### config.mk
export PLATFORM = sky130hd
export DESIGN_NAME = transferCtrl
export DESIGN_NICKNAME = d
export VERILOG_FILES = /design/src/ahbPkg.sv /design/src/subMemPkg.sv /design/src/transferCtrl.sv
export VERILOG_INCLUDE_DIRS = /design/src /design/src/include
export SDC_FILE = /design/constraint.sdc
export NUM_CORES = 1
export LEC_CHECK = 0
export ABC_CLOCK_PERIOD_IN_PS = 1800
export BUFFER_PORTS_ARGS = -buffer_cell sky130_fd_sc_hd__buf_2
export CAP_MARGIN = 20
export CORE_MARGIN = 2
export CORE_UTILIZATION = 36
export DETAILED_ROUTE_END_ITERATION = 12
export PLACE_DENSITY_LB_ADDON = 0.2
export SKIP_LAST_GASP = 1
export SLEW_MARGIN = 0
export SYNTH_ARGS = -nofsm -noshare
export SYNTH_HDL_FRONTEND = slang
export SYNTH_SLANG_ARGS = --single-unit
### constraint.sdc
create_clock -name HCLK -period 1.8 [get_ports HCLK]
set_input_delay 0.09 -clock HCLK [delete_from_list [all_inputs] [get_ports HCLK]]
set_output_delay 0.09 -clock HCLK [all_outputs]
set_load 0.005 [all_outputs]
### src/include/ahbSub_settings.svh
// Build-wide constants for the AHB-Lite memory subordinate
// Bus widths, memory depth and the testbench watchdog

`ifndef AHBSUB_SETTINGS_SVH
`define AHBSUB_SETTINGS_SVH

// Bus widths
`define AHB_ADDR_WIDTH 32
`define AHB_DATA_WIDTH 32

// Word storage, byte addresses 0 to 1023
`define MEM_DEPTH_WORDS 256

// Watchdog in HCLK cycles, covers all tests with margin
`define TB_CYCLE_LIMIT 4000

`endif

### src/ahbPkg.sv
// AHB-Lite protocol encodings
// Transfer type, burst type, transfer size and response enums

package ahbPkg;

  typedef enum logic [1:0] {
    IDLE   = 2'b00,
    BUSY   = 2'b01,
    NONSEQ = 2'b10,
    SEQ    = 2'b11
  } htransT;

  typedef enum logic [2:0] {
    SINGLE = 3'b000,
    INCR   = 3'b001,
    WRAP4  = 3'b010,
    INCR4  = 3'b011,
    WRAP8  = 3'b100,
    INCR8  = 3'b101,
    WRAP16 = 3'b110,
    INCR16 = 3'b111
  } hburstT;

  // Codes above WORD only exist so they can be rejected
  typedef enum logic [2:0] {
    BYTE     = 3'b000,
    HALFWORD = 3'b001,
    WORD     = 3'b010,
    SIZE64   = 3'b011,
    SIZE128  = 3'b100,
    SIZE256  = 3'b101,
    SIZE512  = 3'b110,
    SIZE1024 = 3'b111
  } hsizeT;

  typedef enum logic {
    OKAY  = 1'b0,
    ERROR = 1'b1
  } hrespT;

endpackage

### src/subMemPkg.sv
// Internal types of the memory subordinate
// Data-phase state enum and byte lane mask

`include "ahbSub_settings.svh"

package subMemPkg;

  // --------------------
  // Data-phase FSM
  typedef enum logic [2:0] {
    IDLE       = 3'b000,
    WRITE      = 3'b001,
    READ       = 3'b010,
    ERR_FIRST  = 3'b011,  // HREADYout low
    ERR_SECOND = 3'b100   // HREADYout high
  } ctrlStateT;

  // --------------------
  // One enable per byte lane of the data bus
  typedef logic [`AHB_DATA_WIDTH/8-1:0] laneMaskT;

endpackage

### src/transferCtrl.sv
// Transfer control for the memory subordinate
// Address-phase checks, data-phase FSM, lane mask and
// the OKAY or two-cycle ERROR response

`timescale 1ns/100ps
`include "ahbSub_settings.svh"

module transferCtrl (
  input  logic                                HCLK,
  input  logic                                HRESETn,
  input  logic                                HSEL,
  input  ahbPkg::htransT                      HTRANS,
  input  logic                                HWRITE,
  input  ahbPkg::hsizeT                       HSIZE,
  input  ahbPkg::hburstT                      HBURST,
  input  logic [3:0]                          HPROT,
  input  logic                                HREADYin,
  input  logic [`AHB_ADDR_WIDTH-1:0]          beatAddr,
  output logic                                accept,
  output logic                                seqBeat,
  output ahbPkg::hsizeT                       beatSize,
  output logic                                wrEn,
  output logic                                rdEn,
  output logic [$clog2(`MEM_DEPTH_WORDS)-1:0] dataAddr,
  output subMemPkg::laneMaskT                 laneMask,
  output ahbPkg::hrespT                       HRESP,
  output logic                                HREADYout
);
  import ahbPkg::*;
  import subMemPkg::*;

  localparam int WordIdxW = $clog2(`MEM_DEPTH_WORDS);
  localparam int AddrW    = `AHB_ADDR_WIDTH;

  ctrlStateT state;
  ctrlStateT nextState;
  logic      errHold;     // Burst already failed, SEQ beats stay rejected until IDLE
  logic      aligned;
  logic      inRange;
  logic      privOk;
  logic      transferOk;
  laneMaskT  nextMask;

  // --------------------
  // Address phase
  assign accept   = HSEL && HREADYin && HTRANS[1];  // NONSEQ or SEQ
  assign seqBeat  = (HTRANS == SEQ);
  assign beatSize = HSIZE;

  // Sizes above WORD never count as aligned
  always_comb begin
    case (HSIZE)
      BYTE:     aligned = 1'b1;
      HALFWORD: aligned = ~beatAddr[0];
      WORD:     aligned = (beatAddr[1:0] == 2'b00);
      default:  aligned = 1'b0;
    endcase
  end

  assign inRange    = (beatAddr < AddrW'(`MEM_DEPTH_WORDS * 4));
  assign privOk     = HPROT[0] && (!HWRITE || HPROT[1]);  // Reads at any level
  assign transferOk = privOk && aligned && inRange
                      && !(HBURST inside {WRAP4, WRAP8, WRAP16})
                      && !(seqBeat && errHold);

  always_comb begin
    case (HSIZE)
      BYTE:     nextMask = 4'b0001 << beatAddr[1:0];
      HALFWORD: nextMask = beatAddr[1] ? 4'b1100 : 4'b0011;
      default:  nextMask = 4'b1111;
    endcase
  end

  // --------------------
  // Data-phase FSM
  always_comb begin
    nextState = state;
    if (state == ERR_FIRST) begin
      nextState = ERR_SECOND;
    end else if (HREADYin) begin
      if (!accept) begin
        nextState = subMemPkg::IDLE;
      end else if (!transferOk) begin
        nextState = ERR_FIRST;
      end else begin
        nextState = HWRITE ? WRITE : READ;
      end
    end
  end

  always_ff @(posedge HCLK or negedge HRESETn) begin
    if (!HRESETn) begin
      state   <= subMemPkg::IDLE;
      errHold <= 1'b0;
    end else begin
      state <= nextState;
      if (HREADYin) begin
        if (accept && !transferOk) begin
          errHold <= 1'b1;
        end else if (HTRANS == ahbPkg::IDLE || (accept && !seqBeat)) begin
          errHold <= 1'b0;
        end
      end
    end
  end

  // Word index and lanes carried into the data phase
  always_ff @(posedge HCLK) begin
    if (accept) begin
      dataAddr <= beatAddr[WordIdxW+1:2];
      laneMask <= nextMask;
    end
  end

  // --------------------
  // Response
  assign wrEn      = (state == WRITE);
  assign rdEn      = (state == READ);
  assign HREADYout = (state != ERR_FIRST);
  assign HRESP     = (state == ERR_FIRST || state == ERR_SECOND) ? ERROR : OKAY;

endmodule
## Word level (Yosys, flattened, before mapping)

Cells that the tools add are included.

- Bitwise gates (word level): 1
- Muxes and demuxes: 11
- $lt $le $gt $ge: 1
- Reductions and logical operators: 25
- Shifts and indexed selects: 1
- Equal/unequal tests: 11

Operators by type and width:

| cell | number |
|---|---|
| less-than comparator 32 x 11 -> 1 bit, second input constant | 1 |
| equality test 3 x 2 -> 1 bit, second input constant | 4 |
| logical AND 1 bit | 10 |
| equality test 3 bit, second input constant | 3 |
| one-hot mux 4 bit (2 select lines) | 1 |
| equality test 3 x 1 -> 1 bit, second input constant | 2 |
| two-way mux 2 bit | 3 |
| two-way mux 3 bit | 2 |
| zero test 1 bit | 5 |
| zero test 2 bit | 2 |
| two-way mux 4 bit | 1 |
| nonzero test 2 bit | 2 |
| left shift 1 x 2 -> 4 bit, first input constant | 1 |
| zero test 3 bit | 1 |
| logical OR 1 bit | 3 |
| two-way mux 1 bit | 3 |
| inequality test 3 x 2 -> 1 bit, second input constant | 1 |
| one-hot mux 1 bit (3 select lines) | 1 |
| nonzero test 3 bit | 1 |
| equality test 2 bit, second input constant | 1 |
| AND reduction 2 bit | 1 |
| NOT 1 bit | 1 |

- Logic and storage cells: 54
- Register bits after elaboration: 16
- Bits of input ports: 49

## Longest topological paths before layout

- Word-level depth: 11
- Gate-level depth with buffers: 4
- Mapped depth without buffers: 4

## Worst setup path before layout

Ideal clock, no wire load.

- Kind: input to register
- Start: input beatAddr[26]
- End: register state[0]
- Arrival: 1180 ps
- Required time: 1679 ps
- Buffers on the path: 0
- Stages on the path: 4
- Path slack: 499 ps
- Path through: nor4_1 -> nand4_1 -> or4_1 -> a22o_1

- Longest elaborated chain between the ends: 8

RTL lines:

| element | RTL line | source |
|---|---|---|
| start, declared | transferCtrl.sv:18 | `` input logic [`AHB_ADDR_WIDTH-1:0] beatAddr, `` |
| less-than comparator 32 x 11 -> 1 bit | transferCtrl.sv:60 | `` assign inRange = (beatAddr < AddrW'(`MEM_DEPTH_WORDS * 4)); `` |
| logical AND 1 bit | transferCtrl.sv:62 | `assign transferOk = privOk && aligned && inRange` |
| logical AND 1 bit | transferCtrl.sv:63 | `&& !(HBURST inside {WRAP4, WRAP8, WRAP16})` |
| logical AND 1 bit | transferCtrl.sv:64 | `&& !(seqBeat && errHold);` |
| two-way mux 2 bit | transferCtrl.sv:83 | `end else if (!transferOk) begin` |
| two-way mux 2 bit | transferCtrl.sv:81 | `if (!accept) begin` |
| two-way mux 3 bit | transferCtrl.sv:80 | `end else if (HREADYin) begin` |
| two-way mux 3 bit | transferCtrl.sv:78 | `if (state == ERR_FIRST) begin` |
| end signal, assigned | transferCtrl.sv:93 | `state <= subMemPkg::IDLE;` |
| end signal, assigned | transferCtrl.sv:96 | `state <= nextState;` |
| end, declared | transferCtrl.sv:35 | `ctrlStateT state;` |

No other way between the ends. The select of a mux whose other input is x is not followed.
A chain may end at the register's enable or synchronous reset.

## Final worst setup path

- Start: register state[2]
- End: output HRESP

- Longest elaborated chain between the ends: 3
- Elaborated cells between the ends (all ways): 4

RTL lines:

| element | RTL line | source |
|---|---|---|
| equality test 3 x 2 -> 1 bit / equality test 3 bit (equally long branches) | transferCtrl.sv:120 | `assign HRESP = (state == ERR_FIRST \|\| state == ERR_SECOND) ? ERROR : OKAY;` |
| logical OR 1 bit * | transferCtrl.sv:120 |  |
| two-way mux 1 bit * | transferCtrl.sv:120 |  |
| end, declared | transferCtrl.sv:26 | `output ahbPkg::hrespT HRESP,` |

Mark *: on every way between the ends. The rest lies on a longest branch, timed or not.

==> results.yml <==
run_status:
  status: "finished clean"
sta:
  fin_skew_ns: 0.000321
  maxSlewViolCount: 0
  hold_violations: 0
  fmax_mhz: 742
  fin_crit_sh_pct: 74.9
  rsz0062_at_grt: "false"
  period_needed_ns: 1.35
  finalSetupViolations: 0
  fin_ws_ns: 0.452
  worstMarginPinSlew_ns: 0.454
  fin_tns_setup_ns: 0
  slew_headroom_pct: 69.7
critical_path:
  rr_startpoint: "errHold"
  setup.worst_path.end_class: "primary output"
  start_kind: "flip-flop"
  cp_max_fo: 5
  crit_path_top_delay_cell: "dfrtp_1"
  cpLargestDelayFamily: "flip-flops"
  worstSetupStartpoint: "state[2]"
  crit_chain: "and3b_1, a21o_1, buf_2"
  crit_required_ns: 1.71
  slowest_delay_ns: 0.44
  path_class: "reg2out"
  path_buf_inv: 1
  critPathArrivalTime_ns: 1.26
floorplan:
  design.core.area_sq_um: 1980
  die_y_um: 50.2
  dieWidth_um: 50.2
  die_area_sq_um: 2520
  num_rows: 16
  start_util_pct: 38.8
  ioPinCount: 70
power_and_ir_drop:
  clkPwrFrac_pct: 24.4
  p_per_area_nw_per_um2: 614
  p_leak_nw: 0.589
  share_seq_of_total_power_pct: 57.1
  power_mw: 0.757
  sw_frac_of_total_pct: 23.0
  ir_drop_v: 0.000264
  p_comb_share_pct: 18.5
  cell_internal_pwr_mw: 0.583
  p_sw_mw: 0.174
worst_hold_path:
  hp-start: "HREADYin"
  hp-class: "in2reg"
clocking:
  hold_buffers: 9
  cts_buffers: 3
  ctsRootBufferMaster: "clkbuf_4"
  clk_latency_ns: 0.27
  post_cts_resized: 0
  cts_tree: "yes"
  htree_levels: 1
  cts_sinks: 16
  clk_path_buf_depth: 2
  post_cts_buffers: 0
  path_clk_slew_ns: 0.09
grt:
  antenna_found_initial: 0
  grt_max_degree: 14
  gr-usage-all-layers_pct: 15.8
  overflow: 0
  grt_pass1_wl_mm: 2.94
  grt_pass1_vias: 750
logic_synthesis:
  yosysWarnings: 0
  synth_cell_types: 25
  synthCells: 65
  synth-seq-cells: 16
  yosysSeqAreaShare_pct: 59.9
  synth_nets: 114
  synth_area_sq_um: 768
  syn_avg_cell_area_sq_um: 11.8
finish:
  layout_commonest_cell: "buf_2"
  mostFrequentLayoutCells: "buf_2, edfxtp_1, dlygate4sd3_1"
  insertedDiodeCount: 0
  fillers: 172
  utilization_pct: 62.1
  drive_gt1_share_pct: 51.4
  nets: 192
  areaGrowthSynthToFinish_pct: 60.3
  stdcell_area_sq_um: 1230
place:
  globalplace.congestion: 0.745
  pre_cts_ws_ns: 0.261
  port_buffers: 67
  dpl.hpwl_mm: 1.51
  placed_area_sq_um: 1110
routing:
  drtPass1Iterations: 4
  via_per_inst: 4.75
  routed_wirelength_mm: 1.85
  drt_iter0_drc: 12
  wl_per_cell_um: 11.0
  drc_errors: 0
  vias: 802
  antenna_left: 0
flow_run:
  cap_violations: 0
layer usage:
layer / vias to the layer above / track usage (%) / routed length, um
li1: 396 / - / -
met1: 353 / 16.4 / 693
met2: 51 / 28.9 / 953
met5: - / 0 / 0
met4: 0 / 11.1 / 27
met3: 2 / 2.08 / 176
synthesized netlist by cell type:
cell / count / area share, %
edfxtp_1: 12 / 47
o21ai_0: 8 / 5.2
inv_1: 6 / 2.9
nor2_1: 6 / 2.9
dfrtp_1: 4 / 13
nor4_1: 4 / 3.3
buf_4: 3 / 2.9
nand3_1: 2 / 1.3
nand4_1: 2 / 1.6
nor3_1: 2 / 1.3
nor3b_1: 2 / 2.0
a21o_1: 1 / 0.98
a22o_1: 1 / 1.1
and2_1: 1 / 0.81
and3b_1: 1 / 1.1
nand2_1: 1 / 0.49
nand2b_1: 1 / 0.81
nor2b_1: 1 / 0.81
nor4_2: 1 / 1.6
nor4_4: 1 / 2.8
nor4b_2: 1 / 2.0
o21bai_1: 1 / 0.98
o221ai_1: 1 / 1.1
o31ai_1: 1 / 0.98
or4_1: 1 / 0.98
cell families (layout without fill, tap and decap cells):
group                  count (synthesis)  after routing  synth area share (%)
flip-flops                            16             16                  59.9
AO/OA/AOI/OAI                         13             13                  10.4
buffers and inverters                  9             86                  5.86
AND/OR/NAND/NOR                       27             27                  23.8
layout make-up:
cell class	instances	area (sq um)	area share, %
tap	27	33.8	2.74
multi-input combinational	40	263	21.3
clock inverter	1	3.75	0.305
inverter	6	22.5	1.83
sequential	16	460	37.4
clock buffer	3	22.5	1.83
timing repair buffer	76	425	34.6
state kept, by name (all words and copies together) (netlist names):
signal,count
errHold,1
laneMask,4
state,3
dataAddr,8
power groups by stage:
| stage | clock network, mW | registers [mW] | logic [mW] |
|---|---|---|---|
| floorplan | 0 | 0.439 | 0.0418 |
| global placement | 0 | 0.438 | 0.123 |
| detailed placement | 0 | 0.439 | 0.127 |
| CTS | 0.192 | 0.431 | 0.143 |
| global route | 0.208 | 0.434 | 0.157 |
| finish | 0.185 | 0.432 | 0.140 |
worst paths after layout:
kind / end / slack [ns] / cells past startpoint
hold reg to reg: errHold / 0.53 / 2
min in group asynchronous: state[1] / 0.13 / 2
max in group asynchronous: state[0] / 1.55 / 2
setup reg to reg: state[0] / 0.46 / 4
setup / recovery: HRESP / 0.45 / 3
hold / removal: state[2] / 0.05 / 2
through the flow:
step / instances / hold slack, ns
after floorplan: 65 / -0.206
after global placement: 156 / -0.103
after detailed placement: 156 / -0.101
after CTS: 169 / 0.0552
after global routing: 169 / 0.0596
final: 169 / 0.0539
(Power assumes the default switching activity.)
