File: src/include/ahbSub_settings.svh
// Build-wide constants for the AHB-Lite memory subordinate
// Bus widths, memory depth and the testbench watchdog

`ifndef AHBSUB_SETTINGS_SVH
`define AHBSUB_SETTINGS_SVH

// Bus widths
`define AHB_ADDR_WIDTH 32
`define AHB_DATA_WIDTH 32

// Word storage, byte addresses 0 to 1023
`define MEM_DEPTH_WORDS 256

// Watchdog in HCLK cycles, covers all tests with margin
`define TB_CYCLE_LIMIT 4000

`endif

File: src/ahbPkg.sv
// AHB-Lite protocol encodings
// Transfer type, burst type, transfer size and response enums

package ahbPkg;

  typedef enum logic [1:0] {
    IDLE   = 2'b00,
    BUSY   = 2'b01,
    NONSEQ = 2'b10,
    SEQ    = 2'b11
  } htransT;

  typedef enum logic [2:0] {
    SINGLE = 3'b000,
    INCR   = 3'b001,
    WRAP4  = 3'b010,
    INCR4  = 3'b011,
    WRAP8  = 3'b100,
    INCR8  = 3'b101,
    WRAP16 = 3'b110,
    INCR16 = 3'b111
  } hburstT;

  // Codes above WORD only exist so they can be rejected
  typedef enum logic [2:0] {
    BYTE     = 3'b000,
    HALFWORD = 3'b001,
    WORD     = 3'b010,
    SIZE64   = 3'b011,
    SIZE128  = 3'b100,
    SIZE256  = 3'b101,
    SIZE512  = 3'b110,
    SIZE1024 = 3'b111
  } hsizeT;

  typedef enum logic {
    OKAY  = 1'b0,
    ERROR = 1'b1
  } hrespT;

endpackage

File: src/subMemPkg.sv
// Internal types of the memory subordinate
// Data-phase state enum and byte lane mask

`include "ahbSub_settings.svh"

package subMemPkg;

  // --------------------
  // Data-phase FSM
  typedef enum logic [2:0] {
    IDLE       = 3'b000,
    WRITE      = 3'b001,
    READ       = 3'b010,
    ERR_FIRST  = 3'b011,  // HREADYout low
    ERR_SECOND = 3'b100   // HREADYout high
  } ctrlStateT;

  // --------------------
  // One enable per byte lane of the data bus
  typedef logic [`AHB_DATA_WIDTH/8-1:0] laneMaskT;

endpackage

File: src/burstAddrGen.sv
// Beat address generator for incrementing bursts
// NONSEQ loads the start address, SEQ advances by the beat size

`timescale 1ns/100ps
`include "ahbSub_settings.svh"

module burstAddrGen (
  input  logic                       HCLK,
  input  logic                       HRESETn,
  input  logic                       accept,
  input  logic                       seqBeat,
  input  ahbPkg::hsizeT              beatSize,
  input  logic [`AHB_ADDR_WIDTH-1:0] startAddr,
  output logic [`AHB_ADDR_WIDTH-1:0] beatAddr
);
  import ahbPkg::*;
  import subMemPkg::*;

  localparam int AddrW = `AHB_ADDR_WIDTH;

  logic [AddrW-1:0] lastAddr;   // Running burst address
  logic [AddrW-1:0] beatBytes;

  // Byte count of one beat
  always_comb begin
    case (beatSize)
      BYTE:     beatBytes = AddrW'(1);
      HALFWORD: beatBytes = AddrW'(2);
      default:  beatBytes = AddrW'($bits(laneMaskT));  // Full word
    endcase
  end

  // HADDR is ignored on SEQ beats
  assign beatAddr = seqBeat ? (lastAddr + beatBytes) : startAddr;

  // --------------------
  // BUSY and IDLE leave the address alone
  always_ff @(posedge HCLK or negedge HRESETn) begin
    if (!HRESETn) begin
      lastAddr <= '0;
    end else if (accept) begin
      lastAddr <= beatAddr;
    end
  end

endmodule

File: config.mk
export PLATFORM = sky130hd
export DESIGN_NAME = burstAddrGen
export DESIGN_NICKNAME = d
export VERILOG_FILES = /design/src/ahbPkg.sv /design/src/subMemPkg.sv /design/src/burstAddrGen.sv
export VERILOG_INCLUDE_DIRS = /design/src /design/src/include
export SDC_FILE = /design/constraint.sdc
export NUM_CORES = 1
export LEC_CHECK = 0
export BUFFER_PORTS_ARGS = -buffer_cell sky130_fd_sc_hd__buf_2
export CORE_MARGIN = 4
export CORE_UTILIZATION = 45
export DETAILED_ROUTE_END_ITERATION = 12
export PLACE_DENSITY = 0.7
export SYNTH_ARGS = -nofsm -noshare
export SYNTH_HDL_FRONTEND = slang
export SYNTH_SLANG_ARGS = --single-unit
File: constraint.sdc
create_clock -name HCLK -period 5.4 [get_ports HCLK]
set_input_delay 0.27 -clock HCLK [delete_from_list [all_inputs] [get_ports HCLK]]
set_output_delay 0.27 -clock HCLK [all_outputs]
set_load 0.02 [all_outputs]
== After elaboration in Yosys (flattened, before gate mapping) ==
Index checks and enable logic that the tools add are counted.

* Bits in registers: 32
* Bits of input ports: 39
* Word-level logic and storage cells: 6

* Equal/unequal tests: 1
* Reductions and logical operators: 1
* Multiplexer cells: 2
* Add/sub/neg operators: 1

{| class="wikitable"
|+ Operator list
! operator !! count
|-
| adder 32 bit || 1
|-
| 2-to-1 mux 32 bit || 1
|-
| case mux 3 bit (2 select lines) || 1
|-
| == test 3 x 1 -> 1 bit (second input constant) || 1
|-
| logical NOT 3 bit || 1
|}

== Logic depth before layout (Yosys ltp) ==
Gate-level depths: netlist (run 1).

* Depth after elaboration: 4
* Depth in mapped cells: 10

== Least setup slack after synthesis (run 1) ==
OpenSTA, ideal clock, no wires.

* Path type: input-to-output
* Start point: input port beatSize[2]
* End point: output port beatAddr[26]
* Path slack: 2.453 ns
* Stages: 10
* Data required time: 5.130 ns
* Data arrival time: 2.677 ns
* Path through: or2_2 -> nor2_1 -> ha_1 -> fa_1 -> a21oi_1 -> or4b_1 -> buf_2 -> nor4_2 -> xnor2_1 -> a21oi_1

* Word-level cells in the longest chain between the ends: 4
* Elaborated cells on any way between the ends: 5
* Those cells by class: 1 x add/sub; 1 x eq/ne; 2 x mux; 1 x reduce/logical

{| class="wikitable"
|+ RTL lines
! item !! RTL line !! source
|-
| start: declaration || burstAddrGen.sv:12 || <nowiki>input ahbPkg::hsizeT beatSize,</nowiki>
|-
| == test 3 x 1 -> 1 bit or logical NOT 3 bit (tied branches) || burstAddrGen.sv:26 || <nowiki>case (beatSize)</nowiki>
|-
| case mux 3 bit (2 select lines) * || burstAddrGen.sv:26 ||
|-
| adder 32 bit * || burstAddrGen.sv:34 || <nowiki>assign beatAddr = seqBeat ? (lastAddr + beatBytes) : startAddr;</nowiki>
|-
| 2-to-1 mux 32 bit * || burstAddrGen.sv:34 ||
|-
| end: declaration || burstAddrGen.sv:14 || <nowiki>output logic [`AHB_ADDR_WIDTH-1:0] beatAddr</nowiki>
|}

Mark *: on every way between the ends. The rest lies on a longest branch, timed or not.

== Worst setup path in the final report (run 1) ==
Ends and elaborated chain as after synthesis.

==> results of run 1 <==
[routing by layer]
| layer | up-vias | GRT usage [%] | wire (um) |
|---|---|---|---|
| li1 | 1352 | - | - |
| met1 | 1236 | 27.3 | 3310 |
| met2 | 62 | 31.0 | 3120 |
| met3 | 7 | 3.65 | 343 |
| met4 | 0 | 4.60 | 60 |
| met5 | - | 0 | 0 |
[final cells by class]
cell class | instances | area [um2]
Sequential cell | 32 | 801
Timing Repair Buffer | 71 | 360
Inverter | 4 | 15.0
Fill cell | 590 | 2760
Tap cell | 75 | 93.8
Clock buffer | 8 | 90.1
Multi-Input combinational cell | 277 | 1800
[where the power goes]
part | internal [mW] | switching, mW
Clock | 0.104 | 0.0920
Combinational | 0.143 | 0.192
Sequential | 0.280 | 0.0639
Total | 0.526 | 0.348
[synth_stat cells, drive strengths merged (8+ instances only)]
cell type | number | share of area, %
nand4 | 10 | 2.5
a2bb2oi | 12 | 3.8
buf | 11 | 2.1
nand2 | 27 | 3.7
dfrtp | 32 | 29
a21oi | 58 | 11
nand3 | 10 | 2.0
mux2 | 8 | 3.3
xnor2 | 17 | 5.4
nor2 | 39 | 5.4
nor3 | 8 | 1.6
clkbuf | 17 | 2.3
xor2 | 12 | 3.8
o22ai | 9 | 2.1
[per-stage QoR]
| stage | instances | util (%) | setup slack, ns |
|---|---|---|---|
| 2_1_floorplan | 341 | - | 2.45 |
| 3_3_place_gp | 459 | 51.8 | 2.22 |
| 3_5_place_dp | 459 | 51.8 | 2.11 |
| 4_1_cts | 467 | 53.3 | 2.11 |
| 5_1_grt | 467 | 53.3 | 1.86 |
| 6_report | 467 | 53.3 | 2.13 |
[worst max-delay path by stage]
stage,startpoint,endpoint,slack [ns],cells after the start
6_report,beatSize[2],beatAddr[26],2.13,11
5_1_grt,beatSize[2],beatAddr[26],1.86,11
4_1_cts,beatSize[2],beatAddr[26],2.11,11
3_5_place_dp,beatSize[2],beatAddr[26],2.11,11
3_3_place_gp,beatSize[2],beatAddr[26],2.22,11
2_1_floorplan,beatSize[2],beatAddr[26],2.45,10
[kinds of logic (layout without fill, tap and decap cells)]
kind of cell    count (synthesis)  after routing  share of synthesized area, %
fa+ha+maj                       4              4                          2.11
xor+xnor                       29             29                          9.29
mux                            11             11                          4.40
flops                          32             32                          29.3
simple gates                  125            125                          24.9
compound gates                108            108                          25.0
buf+inv                        32             83                          4.94
==> impl_metrics.csv, run 1 <==
group,metric,value,unit
worst_setup_path,worst_path_arrival_time,3.00,ns
worst_setup_path,critical_path.reg2reg.endpoint,"lastAddr[26]",
worst_setup_path,crit_chain,"buf_2 -> or2_2 -> nor2_1 -> ha_1 -> fa_1 -> a21oi_1 -> or4b_1 -> nor4_2 -> xnor2_1 -> a21oi_1 -> buf_2",
drt,routed_wl,6.84,mm
worst_setup_path,critPathCaptureType,"output pin",
worst_setup_path,cp.buffers_inverters,2,
yosys,dominantRegCellSynth,"sky130_fd_sc_hd__dfrtp_1",
clock_tree,cts.reportedPaths.clkPinSlew,0.07,ns
timing,totalNegativeSetupSlack,0,ns
clock_tree,ctsResizeCount,0,
floorplan,core_region_area,5920,um2
pwr,p_leak,1.28,nW
yosys,post_synth_instance_area,2730,um2
timing,skew,0.00861,ns
clock_tree,post_cts.repair.setup_buffers,0,
worst_setup_path,r2r.worst_path.cells,7,
yosys,async_flop_share,100,%
worst_setup_path,critical_path.top_delay_family,"simple AND/OR/NAND/NOR gates",
clock_tree,clk_root_buffer_cell,"sky130_fd_sc_hd__clkbuf_8",
clock_tree,cts_buffer_depth,2,
grt,globalRouteOverflowTotal,0,
timing,post-route-period-util,60.5,%
cells_and_area,post_route_design_area,3160,um2
grt,initial_antenna_violation_count,0,
grt,global_route_wire_length_before_repair,11.9,mm
timing,hold_viol,0,
cells_and_area,antennaDiodeCount,0,
yosys,yosys_warnings,0,
pwr,ir_drop_worst_case_vdd,0.177,mV
timing,final_max_slew_viol_count,0,
worst_setup_path,crit_path_top_delay_cell,"sky130_fd_sc_hd__or4b_1",
timing,unrepaired_setup_endpoints_after_global_routing,"no",
clock_tree,cts_made_buffers,5,
timing,worst_pin_slew,0.861,ns
placed_design,placement.io_buffers,70,
timing,slew-limit-headroom,42.1,%
floorplan,io_pins,71,
clock_tree,post_cts_hold_buffer_count,0,
floorplan,placementRows,28,
timing,timing.final.setup_violations,0,
outcome,outcome,"complete, no violations",
floorplan,die-width,85.9,um
worst_hold_path,hp-class,"input pin to async pin",
pwr,power,874,uW
drt,detail_route.first_pass.iterations,4,
cells_and_area,fin_nets,434,
pwr,power-per-cell-area,277,nW/um2
placed_design,globalplace.congestion,0.847,
cells_and_area,layout.cells.most_common,"sky130_fd_sc_hd__buf_2",
placed_design,detailed_place.area,3070,um2
drt,detailroute.via_count,2657,
cells_and_area,largest_register_ff_count,32,
cells_and_area,most-common-layout-cells,"sky130_fd_sc_hd__buf_2, sky130_fd_sc_hd__a21oi_1, sky130_fd_sc_hd__nor2_1",
drt,routed_via_density,5.69,
grt,pin_count_of_the_biggest_net_entering_global_routing,68,
yosys,number_of_flops_mapped_to_enable_cells_by_yosys,0,
floorplan,floorplan.initialDensity,46.2,%
drt,remaining_drc_errors,0,
grt,grt_pass1_vias,2544,
grt,grt_use_total,19.5,%
clock_tree,cts_num_sinks,32,
clock_tree,tritoncts,"built",
floorplan,die_area,7380,um2
clock_tree,cts.htree.levels,2,
floorplan,die-height,85.9,um
drt,post_drt_wl_per_cell,14.6,um
worst_setup_path,reg2reg_setup_slack,2.72,ns
cells_and_area,largestRegisters,"lastAddr x32",
cells_and_area,flow.area_growth_from_synthesis,15.5,%
yosys,post_synth_inst_count,341,
worst_setup_path,r2r_start,"lastAddr[0]",
drt,drt_initial_violations,118,
worst_setup_path,required,5.13,ns
yosys,synthesis.area_per_instance,8.01,um2
worst_setup_path,critPathKind,"input pin to output pin",
timing,finalWorstPathRequiredPeriod,3.27,ns
worst_setup_path,worstSetupStartpointType,"input pin",
placed_design,detailed_place_hpwl,4.84,mm
timing,final_worst_hold_slack,0.0571,ns
yosys,seq_area_frac_synth,29.3,%
clock_tree,clock_latency,0.29,ns
worst_setup_path,crit_path_max_fanout,10,
timing,clock.fmax,306,MHz
yosys,flops_latches_synth,32,
flow_run,maxCapViolCount,0,
cells_and_area,final_layout_size_suffix_gt1_share,25.5,%
yosys,synthesis.nets,384,
drt,drtAntennaViolNets,0,
yosys,synth.lib_cells_used.distinct,50,
worst_setup_path,timing.critical_path.slowest_cell_delay,0.76,ns
cells_and_area,largest_register,"lastAddr",
(Power assumes the default switching activity.)
==> inputs of run 2 (changes only) <==
- clock period: 5.4 -> 3.2 ns (I/O delays scaled with it)
==> run 2 against run 1 <==
  * Sequential share of layout area shrank 0.55 points
  * Critical endpoint unchanged
  * Die area is the same
  * Sequential power grew 69%
  * Setup slack lost 1.9 ns
  * Critical path type unchanged
  * Power grew 77%
==> impl_metrics.csv, run 2 (synthesis gave the netlist of run 1 again) <==
group,metric,value,unit
outcome,outcome,"complete, no violations",
grt,grt_use_total,19.4,%
timing,hold_viol,0,
worst_setup_path,crit_path_top_delay_cell,"sky130_fd_sc_hd__or4b_1",
timing,final_max_slew_viol_count,0,
timing,final_worst_hold_slack,0.120,ns
timing,skew,0.00703,ns
worst_setup_path,crit_path_max_fanout,10,
clock_tree,post_cts.repair.setup_buffers,0,
floorplan,die-height,85.9,um
cells_and_area,finish.utilization,54.5,%
pwr,ir_drop_worst_case_vdd,0.302,mV
cells_and_area,largest_register_ff_count,32,
placed_design,placement.io_buffers,70,
timing,postLayoutSetupSlackWorst,0.211,ns
floorplan,placementRows,28,
pwr,net_switching_power_of_the_design,594,uW
worst_setup_path,cp.buffers_inverters,2,
worst_setup_path,critPathKind,"input pin to output pin",
cells_and_area,fin_nets,439,
cells_and_area,largestRegisters,"lastAddr x32",
clock_tree,cts_made_buffers,5,
floorplan,die_area,7380,um2
pwr,internal-power,954,uW
floorplan,io_pins,71,
drt,remaining_drc_errors,0,
floorplan,die-width,85.9,um
cells_and_area,flow.area_growth_from_synthesis,18.1,%
grt,global_route.peak_usage_layer,"met2",
timing,clock.fmax,335,MHz
drt,drtAntennaViolNets,0,
pwr,power.combinational.fraction,37.5,%
grt,globalRouteOverflowTotal,0,
drt,detailroute.via_count,2662,
clock_tree,tritoncts,"built",
timing,finalWorstPathRequiredPeriod,2.99,ns
clock_tree,cts_num_sinks,32,
grt,global_route_wire_length_before_repair,11.9,mm
drt,drt_initial_violations,205,
placed_design,globalplace.congestion,0.853,
clock_tree,clock_latency,0.29,ns
placed_design,detailedPlace.worstSlack,0.188,ns
cells_and_area,layout.cells.most_common,"sky130_fd_sc_hd__buf_2",
grt,initial_antenna_violation_count,0,
grt,grt_pass1_vias,2573,
worst_setup_path,required,3.04,ns
floorplan,floorplan.initialDensity,46.2,%
pwr,seq_power_share,37.4,%
timing,worst_pin_slew,0.763,ns
clock_tree,clk_root_buffer_cell,"sky130_fd_sc_hd__clkbuf_8",
cells_and_area,multi_input_comb_area,1800,um2
drt,post_drt_wl_per_cell,14.6,um
worst_setup_path,critPathCaptureType,"output pin",
clock_tree,cts_buffer_depth,2,
pwr,power-per-cell-area,480,nW/um2
pwr,power,1.55,mW
clock_tree,cts.htree.levels,2,
cells_and_area,largest_register,"lastAddr",
timing,timing.final.setup_violations,0,
cells_and_area,final_layout_size_suffix_gt1_share,26.4,%
flow_run,maxCapViolCount,0,
drt,routed_wl,6.87,mm
placed_design,detailed_place_hpwl,4.92,mm
clock_tree,cts.reportedPaths.clkPinSlew,0.07,ns
grt,globalRouteMet2Util,30.8,%
worst_hold_path,hp-class,"input pin to flip-flop",
worst_setup_path,critical_path.top_delay_family,"simple AND/OR/NAND/NOR gates",
cells_and_area,antennaDiodeCount,0,
drt,detail_route.first_pass.iterations,4,
worst_setup_path,timing.critical_path.slowest_cell_delay,0.76,ns
cells_and_area,final.fill_count,595,
cells_and_area,seq_area,801,um2
timing,totalNegativeSetupSlack,0,ns
pwr,p_leak,1.32,nW
timing,slew-limit-headroom,49.2,%
timing,post-route-period-util,93.4,%
grt,use_met1,26.6,%
timing,unrepaired_setup_endpoints_after_global_routing,"no",
worst_setup_path,worst_path_arrival_time,2.83,ns
worst_setup_path,crit_chain,"buf_2 -> or2_2 -> nor2_1 -> ha_1 -> fa_1 -> a21oi_1 -> or4b_1 -> nor4_2 -> xnor2_1 -> a21oi_1 -> buf_2",
pwr,sw_frac_of_total,38.4,%
grt,pin_count_of_the_biggest_net_entering_global_routing,72,
grt,fraction_of_met3_tracks_used_by_global_routing,4.03,%
drt,routed_via_density,5.64,
cells_and_area,most-common-layout-cells,"sky130_fd_sc_hd__buf_2, sky130_fd_sc_hd__a21oi_1, sky130_fd_sc_hd__nor2_1",
pwr,clock_power_share,25.1,%
worst_setup_path,worstSetupStartpointType,"input pin",
floorplan,core_region_area,5920,um2
==> run 2: cell count changes in the layout (fill, tap and decap cells not counted), sizes merged <==
cell,change
bufinv,+1
clkinv,+1
dlygate4sd3,+1
clkbuf,-2
buf,+4
==> run 2: cell type report <==
type	instances	share of cell area, %
clock inverters	2	1.09
multi-input cells	277	55.7
clock buffers	6	2.25
flip-flops and latches	32	24.8
well taps	75	2.91
inverters	4	0.465
repair buffers	76	12.8
==> run 2: through the flow <==
step | instance area [um2] | cells
after floorplan | 2730 | 341
after global placement | 3110 | 463
after detailed placement | 3110 | 463
after CTS | 3230 | 472
after global routing | 3230 | 472
final | 3230 | 472
==> run 2: repair_timing <==
action	4_1_cts	5_1_grt
resized for setup	0	0
hold buffers	1	0
hold endpoints to repair	32	0
==> run 2: per-layer routing <==
| metal | up-vias | part of all wire, % |
|---|---|---|
| li1 | 1361 | - |
| met3 | 12 | 6.7 |
| met5 | - | 0 |
| met1 | 1210 | 46 |
| met4 | 0 | 1.4 |
| met2 | 79 | 46 |
==> run 2: path summary, 6_finish.rpt <==
kind / cells after the start / slack [ns] / from / to
min: 2 / 0.12 / startAddr[26] / lastAddr[26]
max reg2reg: 7 / 0.60 / lastAddr[0] / lastAddr[26]
max in group asynchronous: 2 / 2.23 / HRESETn / lastAddr[12]
max: 11 / 0.21 / beatSize[2] / beatAddr[26]
min in group asynchronous: 2 / 0.48 / HRESETn / lastAddr[0]
min reg2reg: 2 / 0.52 / lastAddr[0] / lastAddr[0]
==> run 2: power groups by stage <==
stage	sequential (mW)	clock [mW]	combinational, mW
after floorplan	0.542	0	0.452
after global placement	0.580	0	0.571
after detailed placement	0.584	0	0.578
after CTS	0.577	0.396	0.584
after global routing	0.594	0.417	0.646
final	0.578	0.389	0.581
==> run 2: worst reg2reg max path, cell delays in order, from the launching register on <==
cell                      delay (ns)
sky130_fd_sc_hd__dfrtp_1        0.35
sky130_fd_sc_hd__ha_1           0.19
sky130_fd_sc_hd__fa_1           0.22
sky130_fd_sc_hd__a21oi_1        0.10
sky130_fd_sc_hd__or4b_1         0.76
sky130_fd_sc_hd__nor4_2         0.49
sky130_fd_sc_hd__mux2i_1        0.12
sky130_fd_sc_hd__a221o_1        0.26
